## src/adc_timing_cfg.svh

```systemverilog
`ifndef ADC_TIMING_CFG_SVH
`define ADC_TIMING_CFG_SVH

//////////////////////////////////////////////////////////////////////
// fixed sequencer timing, all counts in fastClk cycles
//////////////////////////////////////////////////////////////////////

// adc warm-up after power-up, 9.24 us at a 2.8 ns clock
`define SEQ_WARMUP_CYCLES 3300

// alignment phase length
`define SEQ_ALIGN_CYCLES 10000

// front-panel led pulse length
`define SEQ_LED_CYCLES 31

// ring clock synchroniser depth
`define SEQ_SYNC_STAGES 2

`endif

```

## src/adc_timing_pkg.sv

```systemverilog
package adc_timing_pkg;

	//////////////////////////////////////////////////////////////////////
	// configuration words
	//////////////////////////////////////////////////////////////////////

	// sync pulses from trigger to adc power-up
	typedef logic [11:0] trig_delay_t;
	// store strobe start offset in samples
	typedef logic [6:0] hold_off_t;
	// store strobe length in samples
	typedef logic [9:0] num_smpls_t;
	// sync pulse period minus one
	typedef logic [7:0] sync_period_t;

	//////////////////////////////////////////////////////////////////////
	// internal counters
	//////////////////////////////////////////////////////////////////////

	// wide enough for hold-off plus sample count
	typedef logic [10:0] sample_count_t;
	typedef logic [13:0] align_count_t;
	// led stretcher counter
	typedef logic [4:0] led_count_t;

	// acquisition fsm, one-hot
	typedef enum logic [3:0] {
		SEQ_IDLE     = 4'b0001,
		SEQ_WARM_UP  = 4'b0010,
		SEQ_SAMPLING = 4'b0100,
		SEQ_ALIGN    = 4'b1000
	} seq_state_e;

endpackage

```

## src/adc_phase_if.sv

```systemverilog
`timescale 1ns/1ns

// phase handshake between the sequencer and the two phase timers
// enables are levels, done signals are single-cycle pulses
interface adc_phase_if;

	// sampling window enable, held until sampling_done
	logic sample_en;
	// end of store strobe
	logic sampling_done;
	// alignment enable, held until align_done
	logic align_en;
	// end of alignment count
	logic align_done;

	// acquisition fsm side
	modport seq (
		output sample_en,
		output align_en,
		input  sampling_done,
		input  align_done
	);

	// store strobe generator side
	modport window (
		input  sample_en,
		output sampling_done
	);

	// alignment timer side
	modport align (
		input  align_en,
		output align_done
	);

endinterface

```

## src/ring_sync.sv

```systemverilog
`timescale 1ns/1ns

`include "adc_timing_cfg.svh"

module ring_sync import adc_timing_pkg::*; (
	input  logic         fastClk,
	input  logic         rst_n,
	input  logic         ring_clk,
	input  logic         ring_edge_sel,
	input  logic         use_ext_ring,
	input  sync_period_t sync_period,
	output logic         trig_sync
);

	//////////////////////////////////////////////////////////////////////
	// ring clock synchroniser and edge detect
	//////////////////////////////////////////////////////////////////////

	logic [`SEQ_SYNC_STAGES-1:0] ring_meta;
	logic                        ring_now;
	logic                        ring_dly;
	logic                        ring_edge;

	always_ff @(posedge fastClk) begin
		if (!rst_n) begin
			ring_meta <= '0;
			ring_dly  <= 1'b0;
		end else begin
			// shift chain, bit 0 takes the raw pin
			ring_meta[0] <= ring_clk;
			for (int i = 1; i < `SEQ_SYNC_STAGES; i++) begin
				ring_meta[i] <= ring_meta[i-1];
			end
			// extra flop for the edge compare
			ring_dly <= ring_now;
		end
	end

	assign ring_now = ring_meta[`SEQ_SYNC_STAGES-1];

	// high sel picks rising edges, low sel falling
	assign ring_edge = ring_edge_sel ? (ring_now & ~ring_dly) : (~ring_now & ring_dly);

	//////////////////////////////////////////////////////////////////////
	// start latch and sync pulse generator
	//////////////////////////////////////////////////////////////////////

	logic         started;
	sync_period_t period_ctr;

	always_ff @(posedge fastClk) begin
		if (!rst_n) begin
			started    <= 1'b0;
			period_ctr <= '0;
			trig_sync  <= 1'b0;
		end else begin
			// external mode waits for first selected edge
			// internal mode starts straight away
			if (!started) begin
				started <= use_ext_ring ? ring_edge : 1'b1;
			end
			if (!started) begin
				period_ctr <= '0;
				trig_sync  <= 1'b0;
			end else if (period_ctr == sync_period) begin
				// wrap, one pulse per period
				period_ctr <= '0;
				trig_sync  <= 1'b1;
			end else begin
				period_ctr <= period_ctr + 1'b1;
				trig_sync  <= 1'b0;
			end
		end
	end

endmodule

```

## src/trig_sequencer.sv

```systemverilog
`timescale 1ns/1ns

`include "adc_timing_cfg.svh"

module trig_sequencer import adc_timing_pkg::*; (
	input  logic            fastClk,
	input  logic            rst_n,
	input  logic            trig,
	input  logic            trig_sync,
	input  trig_delay_t     trig_delay,
	adc_phase_if.seq        phase,
	output logic            adc_powerup
);

	// warm-up counter sized from the configured length
	localparam int WARM_W = $clog2(`SEQ_WARMUP_CYCLES + 1);
	localparam logic [WARM_W-1:0] WARM_LAST = WARM_W'(`SEQ_WARMUP_CYCLES);

	seq_state_e        state;
	logic              triggered;
	trig_delay_t       trig_count;
	logic [WARM_W-1:0] warm_ctr;

	//////////////////////////////////////////////////////////////////////
	// trigger delay and acquisition fsm
	//////////////////////////////////////////////////////////////////////

	always_ff @(posedge fastClk) begin
		if (!rst_n) begin
			state           <= SEQ_IDLE;
			triggered       <= 1'b0;
			trig_count      <= '0;
			warm_ctr        <= '0;
			adc_powerup     <= 1'b0;
			phase.sample_en <= 1'b0;
			phase.align_en  <= 1'b0;
		end else begin
			case (state)
				SEQ_IDLE: begin
					warm_ctr <= '0;
					if (!triggered) begin
						// arm on trig level, count restarts
						triggered  <= trig;
						trig_count <= '0;
					end else if (trig_count == trig_delay) begin
						// delay reached so power the adc up
						state       <= SEQ_WARM_UP;
						adc_powerup <= 1'b1;
					end else if (trig_sync) begin
						trig_count <= trig_count + 1'b1;
					end
				end
				SEQ_WARM_UP: begin
					// fixed settle time before sampling
					if (warm_ctr == WARM_LAST) begin
						state           <= SEQ_SAMPLING;
						phase.sample_en <= 1'b1;
					end else begin
						warm_ctr <= warm_ctr + 1'b1;
					end
				end
				SEQ_SAMPLING: begin
					// window runs in sample_window
					if (phase.sampling_done) begin
						state           <= SEQ_ALIGN;
						phase.sample_en <= 1'b0;
						phase.align_en  <= 1'b1;
					end
				end
				SEQ_ALIGN: begin
					// align timer ends the sequence
					if (phase.align_done) begin
						state          <= SEQ_IDLE;
						triggered      <= 1'b0;
						phase.align_en <= 1'b0;
						adc_powerup    <= 1'b0;
					end
				end
				default: begin
					// illegal one-hot code, back to idle with adc off
					state           <= SEQ_IDLE;
					triggered       <= 1'b0;
					adc_powerup     <= 1'b0;
					phase.sample_en <= 1'b0;
					phase.align_en  <= 1'b0;
				end
			endcase
		end
	end

endmodule

```

## src/sample_window.sv

```systemverilog
`timescale 1ns/1ns

module sample_window import adc_timing_pkg::*; (
	input  logic          fastClk,
	input  logic          rst_n,
	input  hold_off_t     sample_hold_off,
	input  num_smpls_t    num_smpls,
	adc_phase_if.window   phase,
	output logic          store_strb
);

	logic          sample_en_d;
	logic          sample_rise;
	logic          counting;
	sample_count_t sample_count;
	// window edges, recomputed every cycle
	sample_count_t start_pos;
	sample_count_t end_pos;

	// registered to keep the adder off the compare path
	always_ff @(posedge fastClk) begin
		start_pos <= sample_count_t'(sample_hold_off);
		end_pos   <= sample_count_t'(sample_hold_off) + sample_count_t'(num_smpls);
	end

	assign sample_rise = phase.sample_en & ~sample_en_d;

	//////////////////////////////////////////////////////////////////////
	// sample counter and store strobe
	//////////////////////////////////////////////////////////////////////

	always_ff @(posedge fastClk) begin
		if (!rst_n) begin
			sample_en_d         <= 1'b0;
			counting            <= 1'b0;
			sample_count        <= '0;
			store_strb          <= 1'b0;
			phase.sampling_done <= 1'b0;
		end else begin
			sample_en_d         <= phase.sample_en;
			phase.sampling_done <= 1'b0;
			if (!counting) begin
				// wait for enable edge
				counting     <= sample_rise;
				sample_count <= '0;
			end else begin
				sample_count <= sample_count + 1'b1;
				// end wins so zero samples gives no strobe
				if (sample_count == end_pos) begin
					counting            <= 1'b0;
					store_strb          <= 1'b0;
					phase.sampling_done <= 1'b1;
				end else if (sample_count == start_pos) begin
					store_strb <= 1'b1;
				end
			end
		end
	end

endmodule

```

## src/align_timer.sv

```systemverilog
`timescale 1ns/1ns

`include "adc_timing_cfg.svh"

module align_timer import adc_timing_pkg::*; (
	input  logic       fastClk,
	input  logic       rst_n,
	adc_phase_if.align phase
);

	// counter starts at 1 on the cycle after the enable edge
	localparam align_count_t ALIGN_LAST = align_count_t'(`SEQ_ALIGN_CYCLES - 1);

	logic         align_en_d;
	logic         counting;
	align_count_t align_ctr;

	always_ff @(posedge fastClk) begin
		if (!rst_n) begin
			align_en_d       <= 1'b0;
			counting         <= 1'b0;
			align_ctr        <= '0;
			phase.align_done <= 1'b0;
		end else begin
			align_en_d       <= phase.align_en;
			phase.align_done <= 1'b0;
			if (!counting) begin
				// rising edge of the enable only
				counting  <= phase.align_en & ~align_en_d;
				align_ctr <= align_count_t'(1);
			end else if (align_ctr == ALIGN_LAST) begin
				// single done pulse then rearm
				counting         <= 1'b0;
				phase.align_done <= 1'b1;
			end else begin
				align_ctr <= align_ctr + 1'b1;
			end
		end
	end

endmodule

```

## src/led_stretch.sv

```systemverilog
`timescale 1ns/1ns

`include "adc_timing_cfg.svh"

module led_stretch import adc_timing_pkg::*; (
	input  logic fastClk,
	input  logic rst_n,
	input  logic event_in,
	output logic led
);

	localparam led_count_t LED_LAST = led_count_t'(`SEQ_LED_CYCLES);

	// zero means idle and ready for an event
	led_count_t led_ctr;

	always_ff @(posedge fastClk) begin
		if (!rst_n) begin
			led_ctr <= '0;
			led     <= 1'b0;
		end else if (led_ctr == '0) begin
			// start pulse on next cycle
			if (event_in) begin
				led_ctr <= led_count_t'(1);
				led     <= 1'b1;
			end
		end else if (led_ctr == LED_LAST) begin
			// pulse over
			led_ctr <= '0;
			led     <= 1'b0;
		end else begin
			// events in here are dropped
			led_ctr <= led_ctr + 1'b1;
		end
	end

endmodule

```

## src/adc_timing_top.sv

```systemverilog
`timescale 1ns/1ns

module adc_timing_top import adc_timing_pkg::*; (
	input  logic         fastClk,
	input  logic         rst_n,
	input  logic         ring_clk,
	input  logic         ring_edge_sel,
	input  logic         use_ext_ring,
	input  logic         trig,
	input  sync_period_t sync_period,
	input  trig_delay_t  trig_delay,
	input  hold_off_t    sample_hold_off,
	input  num_smpls_t   num_smpls,
	output logic         store_strb,
	output logic         adc_powerup,
	output logic         adc_align_en,
	output logic         trig_led,
	output logic         ring_led
);

	// one pulse per ring period
	logic trig_sync;

	// phase enables and done pulses
	adc_phase_if phase_if ();

	//////////////////////////////////////////////////////////////////////
	// timing chain
	//////////////////////////////////////////////////////////////////////

	ring_sync u_ring_sync (
		.fastClk       (fastClk),
		.rst_n         (rst_n),
		.ring_clk      (ring_clk),
		.ring_edge_sel (ring_edge_sel),
		.use_ext_ring  (use_ext_ring),
		.sync_period   (sync_period),
		.trig_sync     (trig_sync)
	);

	trig_sequencer u_trig_sequencer (
		.fastClk     (fastClk),
		.rst_n       (rst_n),
		.trig        (trig),
		.trig_sync   (trig_sync),
		.trig_delay  (trig_delay),
		.phase       (phase_if),
		.adc_powerup (adc_powerup)
	);

	sample_window u_sample_window (
		.fastClk         (fastClk),
		.rst_n           (rst_n),
		.sample_hold_off (sample_hold_off),
		.num_smpls       (num_smpls),
		.phase           (phase_if),
		.store_strb      (store_strb)
	);

	align_timer u_align_timer (
		.fastClk (fastClk),
		.rst_n   (rst_n),
		.phase   (phase_if)
	);

	// align enable leaves the chip as is
	assign adc_align_en = phase_if.align_en;

	//////////////////////////////////////////////////////////////////////
	// front-panel leds
	//////////////////////////////////////////////////////////////////////

	led_stretch u_trig_led (
		.fastClk  (fastClk),
		.rst_n    (rst_n),
		.event_in (trig),
		.led      (trig_led)
	);

	led_stretch u_ring_led (
		.fastClk  (fastClk),
		.rst_n    (rst_n),
		.event_in (trig_sync),
		.led      (ring_led)
	);

endmodule

```

## config.mk

```make
export PLATFORM = sky130hd
export DESIGN_NAME = adc_timing_top
export DESIGN_NICKNAME = d
export VERILOG_FILES = /design/src/adc_timing_pkg.sv /design/src/adc_phase_if.sv /design/src/ring_sync.sv /design/src/trig_sequencer.sv /design/src/sample_window.sv /design/src/align_timer.sv /design/src/led_stretch.sv /design/src/adc_timing_top.sv
export VERILOG_INCLUDE_DIRS = /design/src
export SDC_FILE = /design/constraint.sdc
export NUM_CORES = 1
export LEC_CHECK = 0
export BUFFER_PORTS_ARGS = -buffer_cell sky130_fd_sc_hd__buf_2
export CORE_ASPECT_RATIO = 0.75
export CORE_MARGIN = 3
export CORE_UTILIZATION = 55
export CTS_CLUSTER_DIAMETER = 50
export DETAILED_ROUTE_END_ITERATION = 12
export PLACE_DENSITY = 0.8
export RECOVER_POWER = 100
export SLEW_MARGIN = 20
export SYNTH_ARGS = -nofsm -noshare
export SYNTH_HDL_FRONTEND = slang
export SYNTH_SLANG_ARGS = --single-unit
```

## constraint.sdc

```tcl
create_clock -name fastClk -period 3.8 [get_ports fastClk]
set_clock_uncertainty 0.05 [all_clocks]
set_input_delay 0.19 -clock fastClk [delete_from_list [all_inputs] [get_ports fastClk]]
set_output_delay 0.19 -clock fastClk [all_outputs]
set_load 0.02 [all_outputs]
```

After elaboration in Yosys (flattened, before gate mapping)
Cells that the tools add are included.
- flip-flop bits (word level): 107
- input bits: 43
- output and inout bits: 5
- word-level logic and storage cells: 143
- add/subtract/negate cells: 8
- equal/unequal tests: 23
- multiplexer cells: 48
- bitwise operators: 13
- reductions and logical operators: 23
- operators by type and width (cell ; number):
    two-way mux 12 bit ; 4
    two-way mux 5 bit ; 6
    two-way mux 1 bit ; 27
    adder 12 x 1 -> 12 bit, second input constant ; 2
    one-hot mux 12 bit (2 select lines) ; 1
    two-way mux 4 bit ; 5
    one-hot mux 4 bit (4 select lines) ; 1
    AND reduction 2 bit ; 8
    adder 14 x 1 -> 14 bit, second input constant ; 1
    equality test 14 bit, second input constant ; 1
    equality test 12 bit ; 1
    equality test 12 bit, second input constant ; 1
    inequality test 2 bit, second input constant ; 6
    one-hot mux 1 bit (3 select lines) ; 4
    adder 11 x 1 -> 11 bit, second input constant ; 1
    adder 7 x 10 -> 11 bit ; 1
    equality test 11 bit ; 1
    equality test 11 x 7 -> 1 bit ; 1
    adder 5 x 1 -> 5 bit, second input constant ; 2
    equality test 5 bit, second input constant ; 2
    logical NOT 5 bit ; 2
    inequality test 2 x 1 -> 1 bit, second input constant ; 5
    inverter 1 bit ; 9
    AND reduction 3 bit ; 3
    other kinds (12) ; 20

Longest topological paths before layout
Gate-level depths: netlist of the first run.
- depth after elaboration: 5
- gate-level depth with buffers: 9
- mapped depth without buffers: 9

By module
A second synthesis of the first run with hierarchy kept.
- cells, all modules: 566
- area, all modules: 5376.4 um2
- by module, submodules not included (module ; instances ; cells an instance ; area each (um2) ; sequential area each (um2)):
    trig_sequencer ; 1 ; 213 ; 1865.5 ; 640.6
    sample_window ; 1 ; 154 ; 1507.7 ; 660.6
    align_timer ; 1 ; 80 ; 803.3 ; 340.3
    ring_sync ; 1 ; 59 ; 621.8 ; 260.2
    led_stretch ; 2 ; 30 ; 289.0 ; 120.1

Worst setup path before layout of the first run
Ideal clock, no wire load.
- kind: input -> register
- start: in sample_hold_off[0]
- end: reg u_sample_window.end_pos[8]
- library setup time: 0.072 ns
- data arrival time: 1.692 ns
- required time: 3.678 ns
- setup slack: 1.986 ns
- stages on the path: 9
- buffers on the path: 0
- cells stage by stage: ha_1 > inv_1 > fa_1 > nor2b_1 > o21ai_0 > a21boi_0 > o211ai_1 > a21boi_0 > xor2_1
- cells in the longest elaborated chain, start to end: 1
- RTL lines (item ; RTL line ; RTL):
    start, declared ; adc_timing_top.sv:12 ; input hold_off_t sample_hold_off,
    adder 7 x 10 -> 11 bit ; sample_window.sv:23 ; end_pos <= sample_count_t'(sample_hold_off) + sample_count_t'(num_smpls);
    end signal, assigned ; sample_window.sv:23 ;
    end, declared ; sample_window.sv:18 ; sample_count_t end_pos;
Every way passes these cells.
A chain may end at the register's enable or synchronous reset.

Worst setup path in the final report of the first run
- start: reg u_trig_sequencer.state[1]
- end: reg u_trig_sequencer.warm_ctr[9]
- cells in the longest elaborated chain, start to end: 3
- elaborated cells between the ends (all ways): 6
- classes of those cells: 3 x eq/ne; 1 x mux; 2 x reduce/logical
- RTL lines (item ; RTL line ; RTL):
    start, declared ; trig_sequencer.sv:19 ; seq_state_e state;
    start signal, assigned ; trig_sequencer.sv:30 ; state <= SEQ_IDLE;
    start signal, assigned ; trig_sequencer.sv:47 ; state <= SEQ_WARM_UP;
    start signal, assigned ; trig_sequencer.sv:56 ; state <= SEQ_SAMPLING;
    equality test 4 x 2 -> 1 bit / equality test 4 x 1 -> 1 bit (equally long branches) ; trig_sequencer.sv:38 ; case (state)
    inequality test 2 bit (no line) / nonzero test 2 bit (equally long branches) ; -- ;
    AND reduction 2 bit (no line) ; -- ;
    end signal, assigned ; trig_sequencer.sv:59 ; warm_ctr <= warm_ctr + 1'b1;
    end, declared ; trig_sequencer.sv:22 ; logic [WARM_W-1:0] warm_ctr;
Several ways; a longest one is shown, not always the timed one.

==> flow_metrics.env, run 1 <==
export IMPL_status="complete, but fails checks"
export IMPL_violations="capacitance limit, slew limit"
export IMPL_fill_cells=695
export IMPL_die_area_um2=10200
export IMPL_grt_usage_pct=20.9
export IMPL_die_x_um=116
export IMPL_dpl_cell_area_um2=5270
export IMPL_port_buffers=47
export IMPL_irDropWorstVdd_v=0.000274
export IMPL_synthCells=542
export IMPL_startpoint_type="flip-flop"
export IMPL_power_mw=2.71
export IMPL_cts_tree="built"
export IMPL_grt_pass1_vias=3859
export IMPL_period_needed_ps=2640
export IMPL_area_delta_synth_final_pct=13.0
export IMPL_grt_setup_unrepaired="false"
export IMPL_clock_sinks=107
export IMPL_clk_pin_slew_ps=70
export IMPL_start_util_pct=57.7
export IMPL_cts_resized=0
export IMPL_hp_start="num_smpls[8]"
export IMPL_clock_latency_ps=340
export IMPL_first_iter_violations=219
export IMPL_synth_seq_cells=107
export IMPL_route_detailed_drc=0
export IMPL_p_leak_nw=2.11
export IMPL_yosysWarnings=0
export IMPL_cp_max_fo=8
export IMPL_timing_rr_start="u_trig_sequencer.state[1]$_SDFFE_PN0P_"
export IMPL_crit_required_ps=3960
export IMPL_seq_area_um2=2140
export IMPL_finalCritPeriodShare_pct=69.4
export IMPL_num_vias=3830
export IMPL_worstRegToRegCells=6
export IMPL_syn_nets=605
export IMPL_grt_pass1_wl_um=17300
export IMPL_drv_cap=1
export IMPL_power_density_nw_per_um2=483
export IMPL_worst_pin_slew_ps=1650
export IMPL_clk_root_buffer_cell="clkbuf_16"
export IMPL_synth_cell_types=50
export IMPL_clockBufferDepth=2
export IMPL_grt_overflow_total=0
export IMPL_antenna_found_initial=0
export IMPL_routed_wl_um=9810
export IMPL_place_congestion=0.862
export IMPL_yosysSeqAreaShare_pct=43.2
export IMPL_ant_nets=0
export IMPL_setup_violations=0
export IMPL_cts_setup_buffers=0
export IMPL_finalMaxSlewViolations=41
export IMPL_fin_nets=659
export IMPL_syn_cell_area_um2=4960
export IMPL_async_flop_share_pct=0
export IMPL_grt_max_degree=41
export IMPL_final_area_um2=5600
export IMPL_io_pins=48
export IMPL_h_tree_depth=3
export IMPL_r2r_setup_slack_ps=1160
export IMPL_avgViaCountPerCell=5.41
export IMPL_core_um2=8600
export IMPL_cp_end_kind="flip-flop"
export IMPL_worstHoldPathType="in -> reg"
export IMPL_fp_dieH_um=88.2
export IMPL_hold_viol=0
export IMPL_whs_ps=15.4
export IMPL_rows=29
export IMPL_synth_edf_count=0
export IMPL_yosys_most_used_dff="dfxtp_1"
export IMPL_dp_hpwl_um=7100
export IMPL_slew_headroom_pct=-10.2
export IMPL_numCtsBuffers=9
export IMPL_reg2reg_to="u_trig_sequencer.warm_ctr[9]$_SDFFE_PN0P_"
export IMPL_post_drt_wl_per_cell_um=13.9
export IMPL_critPathKind="reg -> reg"
export IMPL_multi_input_area_um2=2650
export IMPL_avgSynthCellArea_um2=9.15
export IMPL_fmax_ghz=0.379
export IMPL_setup_tns_final_ps=0
export IMPL_min_to="u_sample_window.end_pos[8]$_DFF_P_"
export IMPL_hold_depth=2
export IMPL_drive_gt1_share_pct=10.2
export IMPL_antenna_diode_count=0
export IMPL_firstDrtPassIters=4
export IMPL_crit_arrival_ps=2800
## layout make-up
type	instances	share of cell area, %
Timing Repair Buffer	57	5.61
Tap cell	108	2.41
Clock buffer	10	4.09
Sequential cell	107	38.2
Multi-Input combinational cell	402	47.3
Inverter	19	1.27
Clock inverter	5	1.09
## cells in the final DEF, fill, tap and decap left out, types with 3 or more instances in the layout
cell type / count
a21boi_0: 5
a21oi_1: 19
and2_0: 4
and2_1: 3
and3_1: 18
and4b_1: 3
buf_2: 35
clkbuf_1: 14
clkbuf_16: 9
dfxtp_1: 107
dlygate4sd3_1: 9
ha_1: 19
inv_1: 19
nand2_1: 37
nand2b_1: 6
nand3_1: 25
nand4_1: 12
nand4b_1: 3
nor2_1: 63
nor2b_1: 6
nor3_1: 18
nor3b_1: 4
nor4_1: 5
o21a_1: 3
o21ai_0: 19
or3_1: 10
xnor2_1: 58
xor2_1: 31
## where the power goes
part	internal (mW)	switching [mW]
Combinational	0.199	0.308
Clock	0.512	0.406
Sequential	1.20	0.0847
Total	1.91	0.799
## worst max path at each step
stage | slack, ps | end | cells after the start | start
after floorplan | 1990 | u_sample_window.end_pos[8]$_DFF_P_ | 9 | sample_hold_off[0]
after CTS | 1510 | u_sample_window.end_pos[8]$_DFF_P_ | 11 | sample_hold_off[0]
after detailed placement | 1590 | u_trig_sequencer.warm_ctr[9]$_SDFFE_PN0P_ | 6 | u_trig_sequencer.state[0]$_SDFFE_PN1P_
after global placement | 1740 | u_trig_sequencer.warm_ctr[11]$_SDFFE_PN0P_ | 6 | u_trig_sequencer.state[0]$_SDFFE_PN1P_
final | 1160 | u_trig_sequencer.warm_ctr[9]$_SDFFE_PN0P_ | 6 | u_trig_sequencer.state[1]$_SDFFE_PN0P_
after global routing | 890 | u_trig_sequencer.warm_ctr[9]$_SDFFE_PN0P_ | 6 | u_trig_sequencer.state[1]$_SDFFE_PN0P_
## critical path: stages (launching register included)
cell and delay [ps]:
dfxtp_1 490, nor4b_1 960, o2111ai_2 180, nor3_1 400, and3_1 250, xnor2_1 120, nor2_1 50
## Yosys cell counts (2+ instances only)
cell      count  share of area (%)
a21boi_0      5               0.76
a21oi_1      19                1.9
a22oi_1       2               0.30
and2_1        7               0.88
and3_1       18                2.3
and4b_1       3               0.61
buf_2         2               0.20
clkbuf_1     11               0.83
dfxtp_1     107                 43
ha_1         19                4.8
inv_1        19                1.4
mux2i_1       2               0.40
nand2_1      37                2.8
nand2b_1      6               0.76
nand3_1      25                2.5
nand4_1      12                1.5
nand4b_1      3               0.53
nor2_1       62                4.7
nor2b_1       6               0.76
nor3_1       17                1.7
nor3b_1       3               0.45
nor4_1        5               0.63
nor4b_4       2               0.96
o211ai_1      2               0.30
o21a_1        3               0.45
o21ai_0      19                1.9
o221a_2       2               0.45
o311a_1       2               0.40
o31ai_1       2               0.30
or2_2         2               0.25
or3_1        10                1.3
or3b_2        2               0.35
or4b_1        2               0.40
xnor2_1      58                 10
xor2_1       31                5.5
## metal layers
layer | global-route usage (%) | vias up | routed length (µm)
li1 | - | 1958 | -
met1 | 26.9 | 1775 | 4830
met2 | 34.2 | 79 | 4420
met3 | 5.47 | 18 | 391
met4 | 7.59 | 0 | 164
met5 | 0 | - | 0
## logic make-up after synthesis
group                      count (synthesis)  share of synthesized area [%]
muxes                                      2                          0.404
and+or+nand+nor                          229                           24.8
DFF                                      107                           43.2
adders and majority gates                 20                           5.20
AOI/OAI and AO/OA                         62                           7.95
xor gates and xnor gates                  89                           15.7
buffers and inverters                     33                           2.70
## sequential cells by signal, indices dropped and copies added (netlist names), 2 cells and up
register and cells:
u_sample_window.end_pos 11, u_sample_window.start_pos 7, u_trig_sequencer.trig_count 12, u_align_timer.align_ctr 14, u_trig_sequencer.warm_ctr 12, u_sample_window.sample_count 11
u_ring_sync.ring_meta 2, u_ring_sync.period_ctr 8, u_trig_led.led_ctr 5, u_ring_led.led_ctr 5, u_trig_sequencer.state 4
## per-stage QoR
stage	utilization [%]	setup WS [ps]	instances
2_1_floorplan	-	1990	542
3_3_place_gp	61.3	1740	684
3_5_place_dp	61.3	1590	684
4_1_cts	65.8	1510	708
5_1_grt	65.2	895	708
6_report	65.2	1160	708
## timing repair
item                                    4_1_cts  5_1_grt
endpoints found under the setup margin        0        0
hold buffers                                  9        0
hold endpoints to repair                      9        0
Note: power is estimated with default switching activity, not from simulation.
==> inputs of run 2 (changes only) <==
--- a/config.mk
+++ b/config.mk
@@ -9,7 +9,7 @@
 export BUFFER_PORTS_ARGS = -buffer_cell sky130_fd_sc_hd__buf_2
 export CORE_ASPECT_RATIO = 0.75
 export CORE_MARGIN = 3
-export CORE_UTILIZATION = 55
+export CORE_UTILIZATION = 53
 export CTS_CLUSTER_DIAMETER = 50
 export DETAILED_ROUTE_END_ITERATION = 12
 export PLACE_DENSITY = 0.8
==> constraint.sdc (replaced) <==
create_clock -name fastClk -period 2.4 [get_ports fastClk]
set_clock_uncertainty 0.05 [all_clocks]
set_input_delay 0.12 -clock fastClk [delete_from_list [all_inputs] [get_ports fastClk]]
set_output_delay 0.12 -clock fastClk [all_outputs]
set_load 0.02 [all_outputs]
==> run 2 against run 1 <==
Against the previous run: the run now ends clean; count of clock-buffer cells in the layout is 1 higher; sequential power is 59% higher; combinational power is 62% higher; power is 62% higher; largest cell class unchanged; largest power group unchanged; highest routed layer unchanged.
==> flow_metrics.env, run 2 (synthesized netlist as in run 1, its figures left out) <==
export IMPL_die_area_um2=10600
export IMPL_cts_setup_buffers=0
export IMPL_worst_pin_slew_ps=1270
export IMPL_grt_pass1_vias=3715
export IMPL_ant_nets=0
export IMPL_critPathKind="in -> reg"
export IMPL_hold_viol=0
export IMPL_use_met1_pct=25.8
export IMPL_cpPeakStageDelay_ps=530
export IMPL_worstHoldPathType="in -> reg"
export IMPL_fin_util_pct=64.9
export IMPL_area_delta_synth_final_pct=15.0
export IMPL_setup_violations=0
export IMPL_fill_cells=717
export IMPL_cp_cell_sequence="dlygate4sd3_1 -> buf_2 -> ha_1 -> inv_1 -> fa_1 -> nor2b_1 -> o21ai_0 -> a21boi_1 -> o211ai_1 -> a21boi_0 -> xor2_1"
export IMPL_gr_usage_met2_pct=30.2
export IMPL_irDropWorstVdd_v=0.000439
export IMPL_post_drt_wl_per_cell_um=13.6
export IMPL_power_density_nw_per_um2=768
export IMPL_finalMaxSlewViolations=0
export IMPL_period_needed_ps=2180
export IMPL_clk_pin_slew_ps=70
export IMPL_setup_tns_final_ps=0
export IMPL_drv_cap=0
export IMPL_cp_end_kind="flip-flop"
export IMPL_p_leak_nw=2.14
export IMPL_grt_overflow_total=0
export IMPL_critPathSlowestCell="dlygate4sd3_1"
export IMPL_clockBufferDepth=2
export IMPL_slew_headroom_pct=15.5
export IMPL_startpoint_type="primary input"
export IMPL_crit_required_ps=2640
export IMPL_io_pins=48
export IMPL_firstDrtPassIters=4
export IMPL_cp_max_fo=3
export IMPL_clk_root_buffer_cell="clkbuf_16"
export IMPL_layout_cells_most_common="dfxtp_1"
export IMPL_drive_gt1_share_pct=10.4
export IMPL_fin_nets=666
export IMPL_clock_sinks=107
export IMPL_rows=29
export IMPL_port_buffers=47
export IMPL_avgViaCountPerCell=5.32
export IMPL_grt_pass1_wl_um=16900
export IMPL_grt_usage_pct=19.2
export IMPL_antenna_diode_count=0
export IMPL_met3_usage_pct=5.65
export IMPL_status="finished, final reports clean"
export IMPL_antenna_found_initial=0
export IMPL_dp_hpwl_um=7140
export IMPL_place_congestion=0.856
export IMPL_num_vias=3892
export IMPL_die_x_um=118
export IMPL_cts_tree="built"
export IMPL_crit_arrival_ps=2420
export IMPL_finalCritPeriodShare_pct=91.0
export IMPL_first_iter_violations=280
export IMPL_whs_ps=52.0
export IMPL_grt_setup_unrepaired="false"
export IMPL_fmax_ghz=0.458
export IMPL_start_util_pct=56.5
export IMPL_core_um2=8780
export IMPL_numCtsBuffers=9
export IMPL_clock_latency_ps=350
export IMPL_route_detailed_drc=0
export IMPL_regMostFlops="u_align_timer.align_ctr"
export IMPL_largest_register_ffs=14
export IMPL_fp_dieH_um=89.8
export IMPL_routed_wl_um=9990
export IMPL_final_cell_mix="dfxtp_1, nor2_1, xnor2_1"
export IMPL_grt_max_degree=31
export IMPL_reg_top3="u_align_timer.align_ctr: 14 flops, u_trig_sequencer.trig_count: 12 flops, u_trig_sequencer.warm_ctr: 12 flops"
export IMPL_busiest_layer="met2"
export IMPL_h_tree_depth=3
-- run 2: critical path, delay by kind of cell --
| kind | cells | cell delay, ps |
|---|---|---|
| AO/OA/AOI/OAI | 4 | 740 |
| buffers and inverters | 3 | 700 |
| XOR/XNOR | 1 | 150 |
| AND/OR/NAND/NOR | 1 | 160 |
| adder cells (fa/ha/maj) | 2 | 550 |
-- run 2: per-stage QoR --
| step | power [mW] | std cells | cell area (µm²) | setup slack [ps] |
|---|---|---|---|---|
| finish | 4.38 | 732 | 5700 | 217 |
| detailed placement | 2.93 | 703 | 5320 | 360 |
| CTS | 4.46 | 732 | 5760 | 186 |
| floorplan | 2.71 | 542 | 4960 | 608 |
| global route | 4.58 | 732 | 5700 | 17.4 |
| global placement | 2.89 | 703 | 5320 | 455 |
-- run 2: path summary, 6_finish.rpt --
| kind | startpoint | end | slack, ps | cells past startpoint |
|---|---|---|---|---|
| worst max register to register | u_trig_sequencer.trig_count[8]$_SDFFE_PN0P_ | u_trig_sequencer.state[3]$_SDFFE_PN0P_ | 250 | 7 |
| worst min-delay path | trig | u_trig_sequencer.triggered$_SDFFE_PN0P_ | 50 | 3 |
| worst max-delay path | sample_hold_off[0] | u_sample_window.end_pos[8]$_DFF_P_ | 220 | 11 |
| worst min register to register | u_align_timer.align_en_d$_SDFF_PN0_ | u_align_timer.counting$_SDFF_PN0_ | 370 | 1 |
-- run 2: repair_timing --
action | in CTS | in global routing
hold buffers | 13 | 0
resized for setup | 0 | 1
setup endpoints to repair | 0 | 1
endpoints found under the hold margin | 14 | 0
-- run 2: layout make-up --
type                       count  area (µm²)  share of cell area [%]
inverter                      19        71.3                    1.25
multi-input combinational    402        2650                    46.5
sequential                   107        2140                    37.6
clock inverter                 5        71.3                    1.25
clock buffer                  11         243                    4.26
timing repair buffer          64         369                    6.47
tap                          124         155                    2.72
-- run 2: layer usage --
metal  share of wire, %  routed length, µm  vias to the layer above
met5                  0                  0                        -
met4                1.4                144                        0
met3                5.2                519                       14
met2                 45               4480                       90
met1                 48               4840                     1802
li1                   -                  -                     1986
-- run 2: where the power goes --
part           internal [mW]  leakage [nW]  switching, mW
Sequential              1.89         0.872          0.132
Combinational          0.337          1.12          0.483
Clock                  0.853         0.149          0.679
Total                   3.08          2.14           1.29
